===== config.mk =====
export PLATFORM = sky130hd
export DESIGN_NAME = i2c_wr_top
export DESIGN_NICKNAME = d
export VERILOG_FILES = /design/src/source/i2c_wr_bus_pkg.sv /design/src/source/i2c_wr_reg_pkg.sv /design/src/source/i2c_wr_engine.sv /design/src/source/i2c_wr_fifo.sv /design/src/source/i2c_wr_regs.sv /design/src/source/i2c_wr_top.sv
export VERILOG_INCLUDE_DIRS = /design/src /design/src/source
export SDC_FILE = /design/constraint.sdc
export NUM_CORES = 1
export LEC_CHECK = 0
export ABC_AREA = 1
export BUFFER_PORTS_ARGS = -buffer_cell sky130_fd_sc_hd__buf_2
export CORE_UTILIZATION = 60
export DETAILED_ROUTE_END_ITERATION = 12
export GPL_TIMING_DRIVEN = 0
export PLACE_DENSITY = 0.8
export SETUP_SLACK_MARGIN = 0.05
export SLEW_MARGIN = 20
export SYNTH_ARGS = -nofsm -noshare
export SYNTH_HDL_FRONTEND = slang
export SYNTH_SLANG_ARGS = --single-unit

===== constraint.sdc =====
create_clock -name clk -period 5.1 [get_ports clk]
set_clock_uncertainty 0.1 [all_clocks]
set_input_delay 0.255 -clock clk [delete_from_list [all_inputs] [get_ports clk]]
set_output_delay 0.255 -clock clk [all_outputs]
set_load 0.01 [all_outputs]

===== src/source/i2c_wr_defs.svh =====
/* shared constants for the write-only I2C master
   widths, FIFO depth, reset prescale and register bit positions */
`ifndef I2C_WR_DEFS_SVH
`define I2C_WR_DEFS_SVH

// byte and device address widths
`define I2C_WR_DATA_W 8
`define I2C_WR_ADDR_W 7

`define I2C_WR_FIFO_DEPTH 8
`define I2C_WR_DEFAULT_PRESCALE 2
// word address, byte offsets 0x0 to 0xC
`define I2C_WR_REG_AW 2

// status word bits
`define I2C_WR_ST_BUSY 0
`define I2C_WR_ST_BUS_CONT 1
`define I2C_WR_ST_MISS_ACK 3
`define I2C_WR_ST_CMD_OVF 10
`define I2C_WR_ST_WR_EMPTY 11
`define I2C_WR_ST_WR_FULL 12
`define I2C_WR_ST_WR_OVF 13

// command word bits, address sits in [6:0]
`define I2C_WR_CMD_START 8
`define I2C_WR_CMD_WRITE 10
`define I2C_WR_CMD_STOP 12

`endif


===== src/source/i2c_wr_bus_pkg.sv =====
/* bus-side types: engine sequencer states and the
   four quarter periods that make up one SCL bit */
package i2c_wr_bus_pkg;

    typedef enum logic [2:0] {
        IDLE      = 3'd0,
        START     = 3'd1,
        ADDR      = 3'd2,
        DATA      = 3'd3,
        ACK       = 3'd4,
        STOP      = 3'd5,
        WAIT_DATA = 3'd6
    } eng_state_e;

    // scl low in Q0 and Q3, high in Q1 and Q2
    typedef enum logic [1:0] {
        Q0 = 2'd0,
        Q1 = 2'd1,
        Q2 = 2'd2,
        Q3 = 2'd3
    } phase_e;

endpackage


===== src/source/i2c_wr_reg_pkg.sv =====
/* register-side types: word offsets of the strobe bus
   and the opcode handed from the register block to the engine */
`include "i2c_wr_defs.svh"

package i2c_wr_reg_pkg;

    // word offsets, byte offsets are 4x
    typedef enum logic [`I2C_WR_REG_AW-1:0] {
        STATUS   = 2'd0,
        COMMAND  = 2'd1,
        DATA     = 2'd2,
        PRESCALE = 2'd3
    } reg_addr_e;

    // engine opcodes
    typedef enum logic [1:0] {
        OP_NONE       = 2'd0,
        OP_WRITE      = 2'd1,  // byte, bus stays held
        OP_WRITE_STOP = 2'd2,  // byte, then stop
        OP_STOP       = 2'd3
    } cmd_op_e;

endpackage


===== src/source/i2c_wr_engine.sv =====
/* I2C write sequencer: start, address, data byte, ACK check, stop
   one SCL bit is four quarters of prescale+1 clocks, open-drain outputs */
`include "i2c_wr_defs.svh"

module i2c_wr_engine (
    input  logic                          clk,
    input  logic                          rst,
    input  logic                          cmd_valid_i,
    input  i2c_wr_reg_pkg::cmd_op_e       cmd_op_i,
    input  logic [`I2C_WR_ADDR_W-1:0]     cmd_addr_i,
    input  logic                          cmd_start_i,
    input  logic [15:0]                   prescale_i,
    input  logic                          fifo_empty_i,
    input  logic [`I2C_WR_DATA_W-1:0]     fifo_data_i,
    input  logic                          sda_i,
    output logic                          fifo_pop_o,
    output logic                          busy_o,
    output logic                          bus_control_o,
    output logic                          missed_ack_o,
    output logic                          scl_o,
    output logic                          sda_o
);

    i2c_wr_bus_pkg::eng_state_e       state_q;
    i2c_wr_bus_pkg::phase_e           phase_q;
    i2c_wr_reg_pkg::cmd_op_e          op_q;
    logic [15:0]                      qcnt_q;
    logic [2:0]                       bit_q;
    logic [`I2C_WR_DATA_W-1:0]        shift_q;
    logic [`I2C_WR_DATA_W-1:0]        data_q;
    logic [`I2C_WR_ADDR_W-1:0]        held_addr_q;
    logic                             start_q;
    logic                             data_byte_q;
    logic                             running;
    logic                             tick;
    logic                             bit_end;
    logic                             scl_d;
    logic                             sda_d;

    // quarter counter only runs while the bus is being clocked
    assign running = (state_q != i2c_wr_bus_pkg::IDLE) && (state_q != i2c_wr_bus_pkg::WAIT_DATA);
    assign tick    = (qcnt_q == 16'd0);
    assign bit_end = tick && (phase_q == i2c_wr_bus_pkg::Q3);

    // line levels per state and quarter
    always_comb begin
        scl_d = 1'b1;
        sda_d = 1'b1;
        case (state_q)
            i2c_wr_bus_pkg::START: begin
                // Q0 keeps scl where it was, sda falls in Q2 with scl high
                scl_d = (phase_q == i2c_wr_bus_pkg::Q0) ? !bus_control_o
                                                       : (phase_q != i2c_wr_bus_pkg::Q3);
                sda_d = (phase_q == i2c_wr_bus_pkg::Q0) || (phase_q == i2c_wr_bus_pkg::Q1);
            end
            i2c_wr_bus_pkg::ADDR, i2c_wr_bus_pkg::DATA: begin
                scl_d = (phase_q == i2c_wr_bus_pkg::Q1) || (phase_q == i2c_wr_bus_pkg::Q2);
                sda_d = shift_q[`I2C_WR_DATA_W-1];
            end
            i2c_wr_bus_pkg::ACK: begin
                scl_d = (phase_q == i2c_wr_bus_pkg::Q1) || (phase_q == i2c_wr_bus_pkg::Q2);
            end
            i2c_wr_bus_pkg::STOP: begin
                // sda rises in Q2 with scl high
                scl_d = (phase_q != i2c_wr_bus_pkg::Q0);
                sda_d = (phase_q == i2c_wr_bus_pkg::Q2) || (phase_q == i2c_wr_bus_pkg::Q3);
            end
            default: begin
                // held bus parks scl low
                scl_d = !bus_control_o;
            end
        endcase
    end

    always_ff @(posedge clk or posedge rst) begin
        if (rst) begin
            state_q       <= i2c_wr_bus_pkg::IDLE;
            phase_q       <= i2c_wr_bus_pkg::Q0;
            op_q          <= i2c_wr_reg_pkg::OP_NONE;
            qcnt_q        <= '0;
            bit_q         <= '0;
            held_addr_q   <= '0;
            start_q       <= 1'b0;
            data_byte_q   <= 1'b0;
            fifo_pop_o    <= 1'b0;
            busy_o        <= 1'b0;
            bus_control_o <= 1'b0;
            missed_ack_o  <= 1'b0;
            scl_o         <= 1'b1;
            sda_o         <= 1'b1;
        end else begin
            scl_o        <= scl_d;
            sda_o        <= sda_d;
            fifo_pop_o   <= 1'b0;
            missed_ack_o <= 1'b0;
            if (!running) begin
                qcnt_q  <= prescale_i;
                phase_q <= i2c_wr_bus_pkg::Q0;
            end else if (tick) begin
                qcnt_q  <= prescale_i;
                phase_q <= i2c_wr_bus_pkg::phase_e'(phase_q + 2'd1);
            end else begin
                qcnt_q <= qcnt_q - 16'd1;
            end
            case (state_q)
                i2c_wr_bus_pkg::IDLE: begin
                    // busy drops one cycle after returning here
                    busy_o <= cmd_valid_i;
                    if (cmd_valid_i) begin
                        op_q <= cmd_op_i;
                        if (cmd_op_i == i2c_wr_reg_pkg::OP_STOP) begin
                            // stop with the bus released needs no bus activity
                            if (bus_control_o) begin
                                state_q <= i2c_wr_bus_pkg::STOP;
                            end
                        end else if (cmd_op_i != i2c_wr_reg_pkg::OP_NONE) begin
                            start_q <= cmd_start_i || !bus_control_o ||
                                       (cmd_addr_i != held_addr_q);
                            held_addr_q <= cmd_addr_i;
                            state_q     <= i2c_wr_bus_pkg::WAIT_DATA;
                        end
                    end
                end
                i2c_wr_bus_pkg::WAIT_DATA: begin
                    if (!fifo_empty_i) begin
                        fifo_pop_o  <= 1'b1;
                        data_byte_q <= !start_q;
                        if (start_q) begin
                            state_q <= i2c_wr_bus_pkg::START;
                        end else begin
                            state_q <= i2c_wr_bus_pkg::DATA;
                        end
                    end
                end
                i2c_wr_bus_pkg::START: begin
                    if (bit_end) begin
                        bus_control_o <= 1'b1;
                        state_q       <= i2c_wr_bus_pkg::ADDR;
                    end
                end
                i2c_wr_bus_pkg::ADDR, i2c_wr_bus_pkg::DATA: begin
                    if (bit_end) begin
                        bit_q <= bit_q + 3'd1;
                        if (bit_q == 3'd7) begin
                            state_q <= i2c_wr_bus_pkg::ACK;
                        end
                    end
                end
                i2c_wr_bus_pkg::ACK: begin
                    // slave holds sda low through the high quarters
                    if (tick && (phase_q == i2c_wr_bus_pkg::Q2) && sda_i) begin
                        missed_ack_o <= 1'b1;
                    end
                    if (bit_end) begin
                        if (!data_byte_q) begin
                            data_byte_q <= 1'b1;
                            state_q     <= i2c_wr_bus_pkg::DATA;
                        end else if (op_q == i2c_wr_reg_pkg::OP_WRITE_STOP) begin
                            state_q <= i2c_wr_bus_pkg::STOP;
                        end else begin
                            state_q <= i2c_wr_bus_pkg::IDLE;
                        end
                    end
                end
                i2c_wr_bus_pkg::STOP: begin
                    if (bit_end) begin
                        bus_control_o <= 1'b0;
                        state_q       <= i2c_wr_bus_pkg::IDLE;
                    end
                end
                default: state_q <= i2c_wr_bus_pkg::IDLE;
            endcase
        end
    end

    // address with R/W 0 after a start, otherwise the data byte goes first
    always_ff @(posedge clk) begin
        if ((state_q == i2c_wr_bus_pkg::WAIT_DATA) && !fifo_empty_i) begin
            data_q <= fifo_data_i;
            if (start_q) begin
                shift_q <= {held_addr_q, 1'b0};
            end else begin
                shift_q <= fifo_data_i;
            end
        end else if (bit_end && ((state_q == i2c_wr_bus_pkg::ADDR) ||
                                 (state_q == i2c_wr_bus_pkg::DATA))) begin
            shift_q <= shift_q << 1;
        end else if (bit_end && (state_q == i2c_wr_bus_pkg::ACK) && !data_byte_q) begin
            shift_q <= data_q;
        end
    end

endmodule


===== src/source/i2c_wr_fifo.sv =====
/* synchronous byte FIFO from the register block to the engine
   head entry shows on pop_data_o whenever not empty */
`include "i2c_wr_defs.svh"

module i2c_wr_fifo #(
    parameter int DEPTH = `I2C_WR_FIFO_DEPTH
) (
    input  logic                          clk,
    input  logic                          rst,
    input  logic                          push_i,
    input  logic [`I2C_WR_DATA_W-1:0]     push_data_i,
    input  logic                          pop_i,
    output logic [`I2C_WR_DATA_W-1:0]     pop_data_o,
    output logic                          empty_o,
    output logic                          full_o
);

    localparam int AW = $clog2(DEPTH);

    logic [`I2C_WR_DATA_W-1:0] mem_q [DEPTH];
    // extra msb tells full from empty
    logic [AW:0]               wptr_q;
    logic [AW:0]               rptr_q;

    assign empty_o    = (wptr_q == rptr_q);
    assign full_o     = (wptr_q[AW] != rptr_q[AW]) && (wptr_q[AW-1:0] == rptr_q[AW-1:0]);
    assign pop_data_o = mem_q[rptr_q[AW-1:0]];

    always_ff @(posedge clk or posedge rst) begin
        if (rst) begin
            wptr_q <= '0;
            rptr_q <= '0;
        end else begin
            // push when full and pop when empty are dropped
            if (push_i && !full_o) begin
                wptr_q <= wptr_q + 1'b1;
            end
            if (pop_i && !empty_o) begin
                rptr_q <= rptr_q + 1'b1;
            end
        end
    end

    always_ff @(posedge clk) begin
        if (push_i && !full_o) begin
            mem_q[wptr_q[AW-1:0]] <= push_data_i;
        end
    end

endmodule


===== src/source/i2c_wr_regs.sv =====
/* register block on the single-cycle strobe bus
   holds prescale, command fields and sticky flags, launches engine commands */
`include "i2c_wr_defs.svh"

module i2c_wr_regs (
    input  logic                          clk,
    input  logic                          rst,
    input  logic                          wr_en_i,
    input  logic                          rd_en_i,
    input  i2c_wr_reg_pkg::reg_addr_e     addr_i,
    input  logic [31:0]                   wdata_i,
    input  logic [1:0]                    be_i,
    input  logic                          fifo_empty_i,
    input  logic                          fifo_full_i,
    input  logic                          busy_i,
    input  logic                          bus_control_i,
    input  logic                          missed_ack_i,
    output logic [31:0]                   rdata_o,
    output logic                          push_o,
    output logic [`I2C_WR_DATA_W-1:0]     push_data_o,
    output logic                          cmd_valid_o,
    output i2c_wr_reg_pkg::cmd_op_e       cmd_op_o,
    output logic [`I2C_WR_ADDR_W-1:0]     cmd_addr_o,
    output logic                          cmd_start_o,
    output logic [15:0]                   prescale_o
);

    logic        cmd_write_q;
    logic        cmd_stop_q;
    logic        miss_ack_q;
    logic        cmd_ovf_q;
    logic        wr_ovf_q;
    logic        eng_busy;
    logic        st_wr;
    logic        launch;
    logic [31:0] status_word;
    logic [31:0] cmd_word;

    // a launched command counts as busy until the engine raises busy
    assign eng_busy = busy_i | cmd_valid_o;
    assign st_wr    = wr_en_i && (addr_i == i2c_wr_reg_pkg::STATUS);
    // command bits live in byte 1
    assign launch   = wr_en_i && (addr_i == i2c_wr_reg_pkg::COMMAND) && be_i[1] &&
                      (wdata_i[`I2C_WR_CMD_WRITE] || wdata_i[`I2C_WR_CMD_STOP]);

    // data write pushes straight into the FIFO
    assign push_o      = wr_en_i && (addr_i == i2c_wr_reg_pkg::DATA) && be_i[0];
    assign push_data_o = wdata_i[`I2C_WR_DATA_W-1:0];

    // opcode from the stored command bits
    always_comb begin
        if (cmd_write_q && cmd_stop_q) begin
            cmd_op_o = i2c_wr_reg_pkg::OP_WRITE_STOP;
        end else if (cmd_write_q) begin
            cmd_op_o = i2c_wr_reg_pkg::OP_WRITE;
        end else if (cmd_stop_q) begin
            cmd_op_o = i2c_wr_reg_pkg::OP_STOP;
        end else begin
            cmd_op_o = i2c_wr_reg_pkg::OP_NONE;
        end
    end

    always_comb begin
        status_word = '0;
        status_word[`I2C_WR_ST_BUSY]     = eng_busy;
        status_word[`I2C_WR_ST_BUS_CONT] = bus_control_i;
        status_word[`I2C_WR_ST_MISS_ACK] = miss_ack_q;
        status_word[`I2C_WR_ST_CMD_OVF]  = cmd_ovf_q;
        status_word[`I2C_WR_ST_WR_EMPTY] = fifo_empty_i;
        status_word[`I2C_WR_ST_WR_FULL]  = fifo_full_i;
        status_word[`I2C_WR_ST_WR_OVF]   = wr_ovf_q;
        cmd_word = '0;
        cmd_word[`I2C_WR_ADDR_W-1:0]  = cmd_addr_o;
        cmd_word[`I2C_WR_CMD_START]   = cmd_start_o;
        cmd_word[`I2C_WR_CMD_WRITE]   = cmd_write_q;
        cmd_word[`I2C_WR_CMD_STOP]    = cmd_stop_q;
    end

    always_ff @(posedge clk or posedge rst) begin
        if (rst) begin
            prescale_o  <= 16'(`I2C_WR_DEFAULT_PRESCALE);
            cmd_addr_o  <= '0;
            cmd_start_o <= 1'b0;
            cmd_write_q <= 1'b0;
            cmd_stop_q  <= 1'b0;
            cmd_valid_o <= 1'b0;
            miss_ack_q  <= 1'b0;
            cmd_ovf_q   <= 1'b0;
            wr_ovf_q    <= 1'b0;
        end else begin
            cmd_valid_o <= launch && !eng_busy;
            // sticky flags, a new event wins over write-1-to-clear
            if (missed_ack_i) begin
                miss_ack_q <= 1'b1;
            end else if (st_wr && be_i[0] && wdata_i[`I2C_WR_ST_MISS_ACK]) begin
                miss_ack_q <= 1'b0;
            end
            if (launch && eng_busy) begin
                cmd_ovf_q <= 1'b1;
            end else if (st_wr && be_i[1] && wdata_i[`I2C_WR_ST_CMD_OVF]) begin
                cmd_ovf_q <= 1'b0;
            end
            if (push_o && fifo_full_i) begin
                wr_ovf_q <= 1'b1;
            end else if (st_wr && be_i[1] && wdata_i[`I2C_WR_ST_WR_OVF]) begin
                wr_ovf_q <= 1'b0;
            end
            if (wr_en_i && (addr_i == i2c_wr_reg_pkg::COMMAND)) begin
                if (be_i[0]) begin
                    cmd_addr_o <= wdata_i[`I2C_WR_ADDR_W-1:0];
                end
                if (be_i[1]) begin
                    cmd_start_o <= wdata_i[`I2C_WR_CMD_START];
                    cmd_write_q <= wdata_i[`I2C_WR_CMD_WRITE];
                    cmd_stop_q  <= wdata_i[`I2C_WR_CMD_STOP];
                end
            end
            if (wr_en_i && (addr_i == i2c_wr_reg_pkg::PRESCALE)) begin
                if (be_i[0]) begin
                    prescale_o[7:0] <= wdata_i[7:0];
                end
                if (be_i[1]) begin
                    prescale_o[15:8] <= wdata_i[15:8];
                end
            end
        end
    end

    // read data held until the next read, DATA has no read path
    always_ff @(posedge clk) begin
        if (rd_en_i) begin
            case (addr_i)
                i2c_wr_reg_pkg::STATUS:   rdata_o <= status_word;
                i2c_wr_reg_pkg::COMMAND:  rdata_o <= cmd_word;
                i2c_wr_reg_pkg::PRESCALE: rdata_o <= {16'd0, prescale_o};
                default:                  rdata_o <= '0;
            endcase
        end
    end

endmodule


===== src/source/i2c_wr_top.sv =====
/* write-only I2C master top level
   register block feeds the byte FIFO and the bus engine */
`include "i2c_wr_defs.svh"

module i2c_wr_top (
    input  logic                          clk,
    input  logic                          rst,
    input  logic                          wr_en_i,
    input  logic                          rd_en_i,
    input  i2c_wr_reg_pkg::reg_addr_e     addr_i,
    input  logic [31:0]                   wdata_i,
    input  logic [1:0]                    be_i,
    input  logic                          sda_i,
    output logic [31:0]                   rdata_o,
    output logic                          scl_o,
    output logic                          sda_o
);

    logic                          push;
    logic [`I2C_WR_DATA_W-1:0]     push_data;
    logic                          pop;
    logic [`I2C_WR_DATA_W-1:0]     pop_data;
    logic                          empty;
    logic                          full;
    logic                          cmd_valid;
    i2c_wr_reg_pkg::cmd_op_e       cmd_op;
    logic [`I2C_WR_ADDR_W-1:0]     cmd_addr;
    logic                          cmd_start;
    logic [15:0]                   prescale;
    logic                          busy;
    logic                          bus_control;
    logic                          missed_ack;

    i2c_wr_regs u_regs (
        .clk(clk), .rst(rst), .wr_en_i(wr_en_i), .rd_en_i(rd_en_i), .addr_i(addr_i),
        .wdata_i(wdata_i), .be_i(be_i), .fifo_empty_i(empty), .fifo_full_i(full),
        .busy_i(busy), .bus_control_i(bus_control), .missed_ack_i(missed_ack),
        .rdata_o(rdata_o), .push_o(push), .push_data_o(push_data),
        .cmd_valid_o(cmd_valid), .cmd_op_o(cmd_op), .cmd_addr_o(cmd_addr),
        .cmd_start_o(cmd_start), .prescale_o(prescale)
    );

    i2c_wr_fifo #(.DEPTH(`I2C_WR_FIFO_DEPTH)) u_fifo (
        .clk(clk), .rst(rst), .push_i(push), .push_data_i(push_data), .pop_i(pop),
        .pop_data_o(pop_data), .empty_o(empty), .full_o(full)
    );

    i2c_wr_engine u_engine (
        .clk(clk), .rst(rst), .cmd_valid_i(cmd_valid), .cmd_op_i(cmd_op),
        .cmd_addr_i(cmd_addr), .cmd_start_i(cmd_start), .prescale_i(prescale),
        .fifo_empty_i(empty), .fifo_data_i(pop_data), .sda_i(sda_i),
        .fifo_pop_o(pop), .busy_o(busy), .bus_control_o(bus_control),
        .missed_ack_o(missed_ack), .scl_o(scl_o), .sda_o(sda_o)
    );

endmodule

==> results of run 1 <==
[flip-flops by register name (all words and copies together) (netlist names), 3 cells and up]
signal / flops
u_engine.state_q: 3
u_fifo.wptr_q: 4
u_fifo.mem_q: 64
u_engine.held_addr_q: 7
u_regs.rdata_o: 16
u_regs.prescale_o: 16
u_fifo.rptr_q: 4
u_engine.bit_q: 3
u_engine.shift_q: 8
u_regs.cmd_addr_o: 7
u_engine.data_q: 8
u_engine.qcnt_q: 16
[worst min-delay path, stage by stage]
cell and delay (ps):
buf_2 160, inv_1 80, a21oi_1 60
[how the worst max path moves through the flow]
stage                                       startpoint  cells past startpoint  slack (ps)                               end
after floorplan                                    rst                      1        2730     u_engine.bit_q[0]$_DFFE_PP0P_
after global placement                             rst                      2        1740  u_regs.cmd_addr_o[2]$_DFFE_PP0P_
after detailed placement  u_fifo.rptr_q[0]$_DFFE_PP0P_                     10        2530      u_fifo.mem_q[3][6]$_DFFE_PP_
after CTS                 u_fifo.rptr_q[0]$_DFFE_PP0P_                     10        2520      u_fifo.mem_q[3][5]$_DFFE_PP_
after global routing      u_fifo.rptr_q[0]$_DFFE_PP0P_                     10        2370      u_fifo.mem_q[3][5]$_DFFE_PP_
final                     u_fifo.rptr_q[0]$_DFFE_PP0P_                     10        2470      u_fifo.mem_q[5][6]$_DFFE_PP_
[power by group]
group,internal [mW],total [mW],leakage (nW),switching (mW)
combinational,0.607,1.80,2.42,1.20
clock,0.695,1.27,0.287,0.574
sequential,1.80,1.97,1.86,0.170
[area by class of cell]
type | instances | area [um2]
flip-flops and latches | 175 | 4860
fillers | 1033 | 4160
multi-input cells | 572 | 2820
inverters | 159 | 604
clock buffers | 21 | 483
repair buffers | 53 | 333
plain buffers | 41 | 300
well taps | 180 | 225
clock inverters | 11 | 93.8
[routing by layer]
metal / GRT usage (%) / vias up
met4: 9.41 / 0
met5: 0 / -
met3: 6.58 / 41
met1: 39.9 / 3094
met2: 44.9 / 305
li1: - / 3130
[cells by family after synthesis]
group           count (synthesis)  synth area share [%]
simple gates                  418                  21.1
buf+inv                       200                  10.6
flops                         175                  57.1
compound gates                104                  7.00
xor+xnor                       18                  1.85
fa+ha+maj                      14                  2.06
mux                             2                 0.264
other cells                     1                0.0440
[synthesized netlist by cell type, drive strengths merged (2+ instances only)]
cell type  instances  area share, %
nand2            224             10
inv              159            7.1
edfxtp            96             34
nor2              96            4.6
nand3             79            4.6
dfrtp             76             22
o21ai             69            4.4
buf               37            3.3
a21oi             15           0.93
ha                14            2.1
nand4             11           0.88
xor2              11            1.1
o22ai              9           0.66
xnor2              7           0.72
o211ai             5           0.44
clkbuf             4           0.18
nor3               4           0.43
dfstp              3           0.93
o221ai             3           0.31
mux2               2           0.26
nor3b              2           0.18
[stage by stage]
step                      instances  power, mW  utilization, %
after floorplan                 947       3.26               -
after global placement         1169       3.68            64.9
after detailed placement       1171       3.74            65.2
after CTS                      1212       5.01            70.0
after global routing           1212       5.32            70.0
final                          1212       5.04            70.0
==> impl_metrics.csv, run 1 <==
group,metric,value,unit
run_status,outcome,"completed",
clocking,cts_setup_buffers,0,
sta,setup_tns,0,ps
place,placed_area,0.00905,mm2
clocking,clkSinkCount,175,
sta,setup_viol,0,
sta,fin_crit_sh,51.5,%
clocking,clk_path_buf_depth,2,
routing,dr.pass1.iters,6,
logic_synthesis,syn_area_per_cell,9.14,um2
clocking,cts_resized,0,
global_route,grt_pass1_wl,31400,um
place,dp_hpwl,13500,um
sta,finalHoldViolCount,0,
critical_path,crit_arrival,2590,ps
logic_synthesis,yosys_warnings,0,
global_route,grt_pass1_vias,6195,
global_route,antenna_found_initial,0,
clocking,cts_buffers,17,
logic_synthesis,synth_edf_count,96,
floorplanning,dieArea,0.0147,mm2
sta,tightestPinTransition,895,ps
routing,drc,0,
cells_and_area,fin_area,0.00972,mm2
routing,wl_met2,9300,um
power_and_ir_drop,p_per_area,518,mW/mm2
cells_and_area,diodes,0,
routing,vias,6570,
min_path,worstHoldEndpoint,"u_regs.prescale_o[1]$_DFFE_PP1P_",
logic_synthesis,yosysSeqAreaShare,57.1,%
logic_synthesis,yosysUniqueCellTypes,42,
sta,fin_crit,2630,ps
critical_path,startpoint_type,"flip-flop",
cells_and_area,layout_common_cells,"217 x nand2_1, 148 x inv_1, 96 x edfxtp_1, 86 x nor2_1, 79 x nand3_1",
routing,routed.top_layer,"met4",
place,globalplace.congestion,0.896,
floorplanning,pin_count,75,
sta,setup_slack,2470,ps
routing,first_iter_violations,790,
run,drv_cap,0,
clocking,root_buffer,"clkbuf_16",
routing,wl_met3,1610,um
critical_path,end_kind,"flip-flop",
sta,max_freq,380,MHz
global_route,grt_overflow,0,
routing,wl_met1,8180,um
routing,antenna_left,0,
power_and_ir_drop,vdd_ir_drop_max,359,uV
place,pre_cts_ws,2530,ps
clocking,htreeDepth,4,
critical_path,slowest_delay,710,ps
floorplanning,die_x,121,um
cells_and_area,final_nets,1074,
min_path,min_path_type,"input port to flip-flop",
clocking,tritoncts,"built",
critical_path,crit_family,"simple AND/OR/NAND/NOR gates",
routing,avgRoutedWirePerCell,16.1,um
global_route,gr-usage-all-layers,28.7,%
critical_path,path_class,"flip-flop to flip-flop",
place,io_buffers,42,
critical_path,crit_chain,"buf_4, inv_2, nand2_1, nand2_1, nor2_2, nand3_1, nand2_2, inv_2, nand2_1, nor2_1",
critical_path,path_max_fanout,8,
critical_path,cpMaxStageDelayCell,"nor2_1",
critical_path,path_buf_inv,3,
routing,routed_wl,19500,um
floorplanning,start_util,61.4,%
min_path,holdPathStages,3,
logic_synthesis,synthArstFlopShare,45.1,%
clocking,cts_hold_buf,9,
critical_path,r2r_setup_slack,2470,ps
logic_synthesis,ys.flop_type,"edfxtp_1",
cells_and_area,area_growth,14.1,%
critical_path,crit_required,5060,ps
floorplanning,dieHeight,121,um
logic_synthesis,postSynthCellCount,932,
sta,grt_setup_unrepaired,"false",
cells_and_area,final_common_cell,"nand2_1",
sta,maxSlewViolCount,0,
routing,viasPerCell,5.42,
power_and_ir_drop,leakagePower,4.57,nW
cells_and_area,drive_gt1_share,15.2,%
clocking,clk_latency,440,ps
critical_path,crit_top_cell,"nand2_1",
logic_synthesis,synth_area,0.00852,mm2
logic_synthesis,synth_seq_cells,175,
critical_path,reg2reg_from,"u_fifo.rptr_q[0]$_DFFE_PP0P_",
clocking,clk_pin_slew,70,ps
critical_path,reg2reg_to,"u_fifo.mem_q[5][6]$_DFFE_PP_",
floorplanning,coreArea,0.0139,mm2
global_route,grt_max_degree,52,
sta,slew_headroom,40.1,%
floorplanning,num_rows,43,
min_path,min_from,"wdata_i[1]",
critical_path,r2r_cells,10,
sta,hold_slack,20.3,ps
No activity file was read; power rests on OpenSTA's default activity.
==> run 2, diff against run 1 <==
==> constraint.sdc (replaced) <==
create_clock -name clk -period 2.5 [get_ports clk]
set_clock_uncertainty 0.1 [all_clocks]
set_input_delay 0.125 -clock clk [delete_from_list [all_inputs] [get_ports clk]]
set_output_delay 0.125 -clock clk [all_outputs]
set_load 0.01 [all_outputs]
==> run 2 against run 1 <==
- fmax is 9.3% higher
- final cell count grew 0.99%
- wire length is 2.2% higher
- via count rose by 1.1%
- sequential power is 100% higher
- flip-flop and latch count is the same
- core utilization grew 0.99 points
- die area stayed put
- combinational power increased by 110%
- total power up 110%
- first-iteration DRC count down 1.0%
- worst hold slack lost 2.2 ps
- largest cell class unchanged
- highest routed layer unchanged
==> impl_metrics.csv, run 2 (synthesis results as in run 1) <==
group,metric,value,unit
run_status,outcome,"completed",
global_route,gr-usage-all-layers,29.2,%
global_route,grt_pass1_vias,6299,
floorplanning,dieHeight,121,um
routing,routed_wl,20000,um
clocking,tritoncts,"built",
global_route,busiest_layer,"met2",
cells_and_area,fin_area,0.00986,mm2
global_route,grt.met2_usage,45.8,%
critical_path,startpoint_type,"flip-flop",
clocking,clk_pin_slew,70,ps
routing,first_iter_violations,782,
global_route,use_met3,6.53,%
global_route,antenna_found_initial,0,
global_route,grt_overflow,0,
sta,grt_setup_unrepaired,"true",
cells_and_area,drive_gt1_share,15.7,%
power_and_ir_drop,power.total,10.3,mW
routing,viasPerCell,5.43,
power_and_ir_drop,leakagePower,4.61,nW
sta,max_freq,416,MHz
global_route,grt.met1_usage,40.5,%
clocking,htreeDepth,4,
routing,avgRoutedWirePerCell,16.3,um
global_route,grt_max_degree,52,
sta,maxSlewViolCount,0,
global_route,grt_pass1_wl,31900,um
sta,slew_headroom,45.7,%
routing,antenna_left,0,
cells_and_area,area_growth,15.7,%
critical_path,cpMaxStageDelayCell,"nor2_2",
floorplanning,coreArea,0.0139,mm2
critical_path,path_class,"flip-flop to flip-flop",
cells_and_area,largest_reg_flops,64,
min_path,min_path_type,"input port to flip-flop",
place,io_buffers,42,
cells_and_area,diodes,0,
floorplanning,pin_count,75,
floorplanning,die_x,121,um
cells_and_area,final_nets,1086,
critical_path,crit_family,"simple AND/OR/NAND/NOR gates",
cells_and_area,layout_common_cells,"217 x nand2_1, 148 x inv_1, 96 x edfxtp_1, 80 x nor2_1, 79 x nand3_1",
critical_path,path_max_fanout,8,
cells_and_area,final-instance-count-excl-fill,1224,
place,placed_area,0.00905,mm2
routing,drc,0,
place,dp_cells,1171,
critical_path,crit_arrival,2380,ps
place,globalplace.congestion,0.896,
clocking,root_buffer,"clkbuf_16",
critical_path,crit_top_cell,"nand2_1",
critical_path,crit_chain,"buf_4, inv_2, nand2_1, nand2_1, nor2_2, nand3_1, nand2_2, inv_2, nand2_1, nor2_2",
sta,setup_viol,0,
clocking,clk_latency,440,ps
sta,fin_crit_sh,96.2,%
clocking,clk_path_buf_depth,2,
floorplanning,dieArea,0.0147,mm2
critical_path,path_buf_inv,3,
sta,setup_tns,0,ps
cells_and_area,final_common_cell,"nand2_1",
clocking,clkSinkCount,175,
floorplanning,start_util,61.4,%
floorplanning,num_rows,43,
cells_and_area,fillers,1011,
critical_path,crit_required,2480,ps
routing,dr.pass1.iters,6,
sta,fin_crit,2400,ps
routing,vias,6645,
critical_path,slowest_delay,480,ps
sta,finalHoldViolCount,0,
run,drv_cap,0,
place,dp_hpwl,13500,um
clocking,cts_buffers,17,
power_and_ir_drop,p_per_area,1050,mW/mm2
power_and_ir_drop,vdd_ir_drop_max,746,uV
cells_and_area,final_util,71.0,%
sta,tightestPinTransition,812,ps
critical_path,end_kind,"flip-flop",
==> run 2: changes by cell type in the layout (fill, tap and decap cells not counted), sizes merged <==
cell and delta:
dlygate4sd3 +11, buf +1
==> run 2: worst paths after layout <==
| path | slack (ps) | start | cells after the start | endpoint |
|---|---|---|---|---|
| max in group asynchronous | 1540 | rst | 4 | u_regs.prescale_o[1]$_DFFE_PP1P_ |
| setup reg to reg | 100 | u_fifo.rptr_q[0]$_DFFE_PP0P_ | 10 | u_fifo.mem_q[5][6]$_DFFE_PP_ |
| hold / removal | 20 | rd_en_i | 1 | u_regs.rdata_o[15]$_DFFE_PP_ |
| setup / recovery | 100 | u_fifo.rptr_q[0]$_DFFE_PP0P_ | 10 | u_fifo.mem_q[5][6]$_DFFE_PP_ |
| min in group asynchronous | 130 | rst | 3 | u_engine.qcnt_q[14]$_DFF_PP0_ |
| hold reg to reg | 370 | u_engine.missed_ack_o$_DFF_PP0_ | 1 | u_regs.miss_ack_q$_DFFE_PP0P_ |
==> run 2: routing by layer <==
| metal | share of wire (%) | wire (um) |
|---|---|---|
| met1 | 43 | 8500 |
| met2 | 48 | 9650 |
| met3 | 7.7 | 1530 |
| met4 | 1.5 | 297 |
| met5 | 0 | 0 |
==> run 2: per-stage QoR <==
step	hold WS [ps]	setup WS, ps
3_5_place_dp	46.6	-70.9
5_1_grt	25.8	-5.87
3_3_place_gp	235	-730
2_1_floorplan	124	247
6_report	18.1	95.5
4_1_cts	18.3	-83.8
==> run 2: where the power goes <==
part / total, mW / switching, mW / internal (mW)
sequential: 4.01 / 0.349 / 3.66
clock: 2.61 / 1.19 / 1.42
combinational: 3.73 / 2.47 / 1.26
==> run 2: cell type report <==
cell class	instances	area [um2]	share of cell area, %
inverters	159	604	6.13
well taps	180	225	2.28
clock buffers	21	483	4.90
plain buffers	41	300	3.05
repair buffers	65	450	4.57
multi-input cells	572	2840	28.8
flip-flops and latches	175	4860	49.3
clock inverters	11	93.8	0.952
==> run 2: repair_timing <==
| item | CTS | global route |
|---|---|---|
| buffers inserted | 0 | 1 |
| resized for setup | 3 | 4 |
| pin swaps | 0 | 1 |
| hold endpoints to repair | 171 | 0 |
| endpoints found under the setup margin | 48 | 45 |
| hold buffers | 20 | 0 |
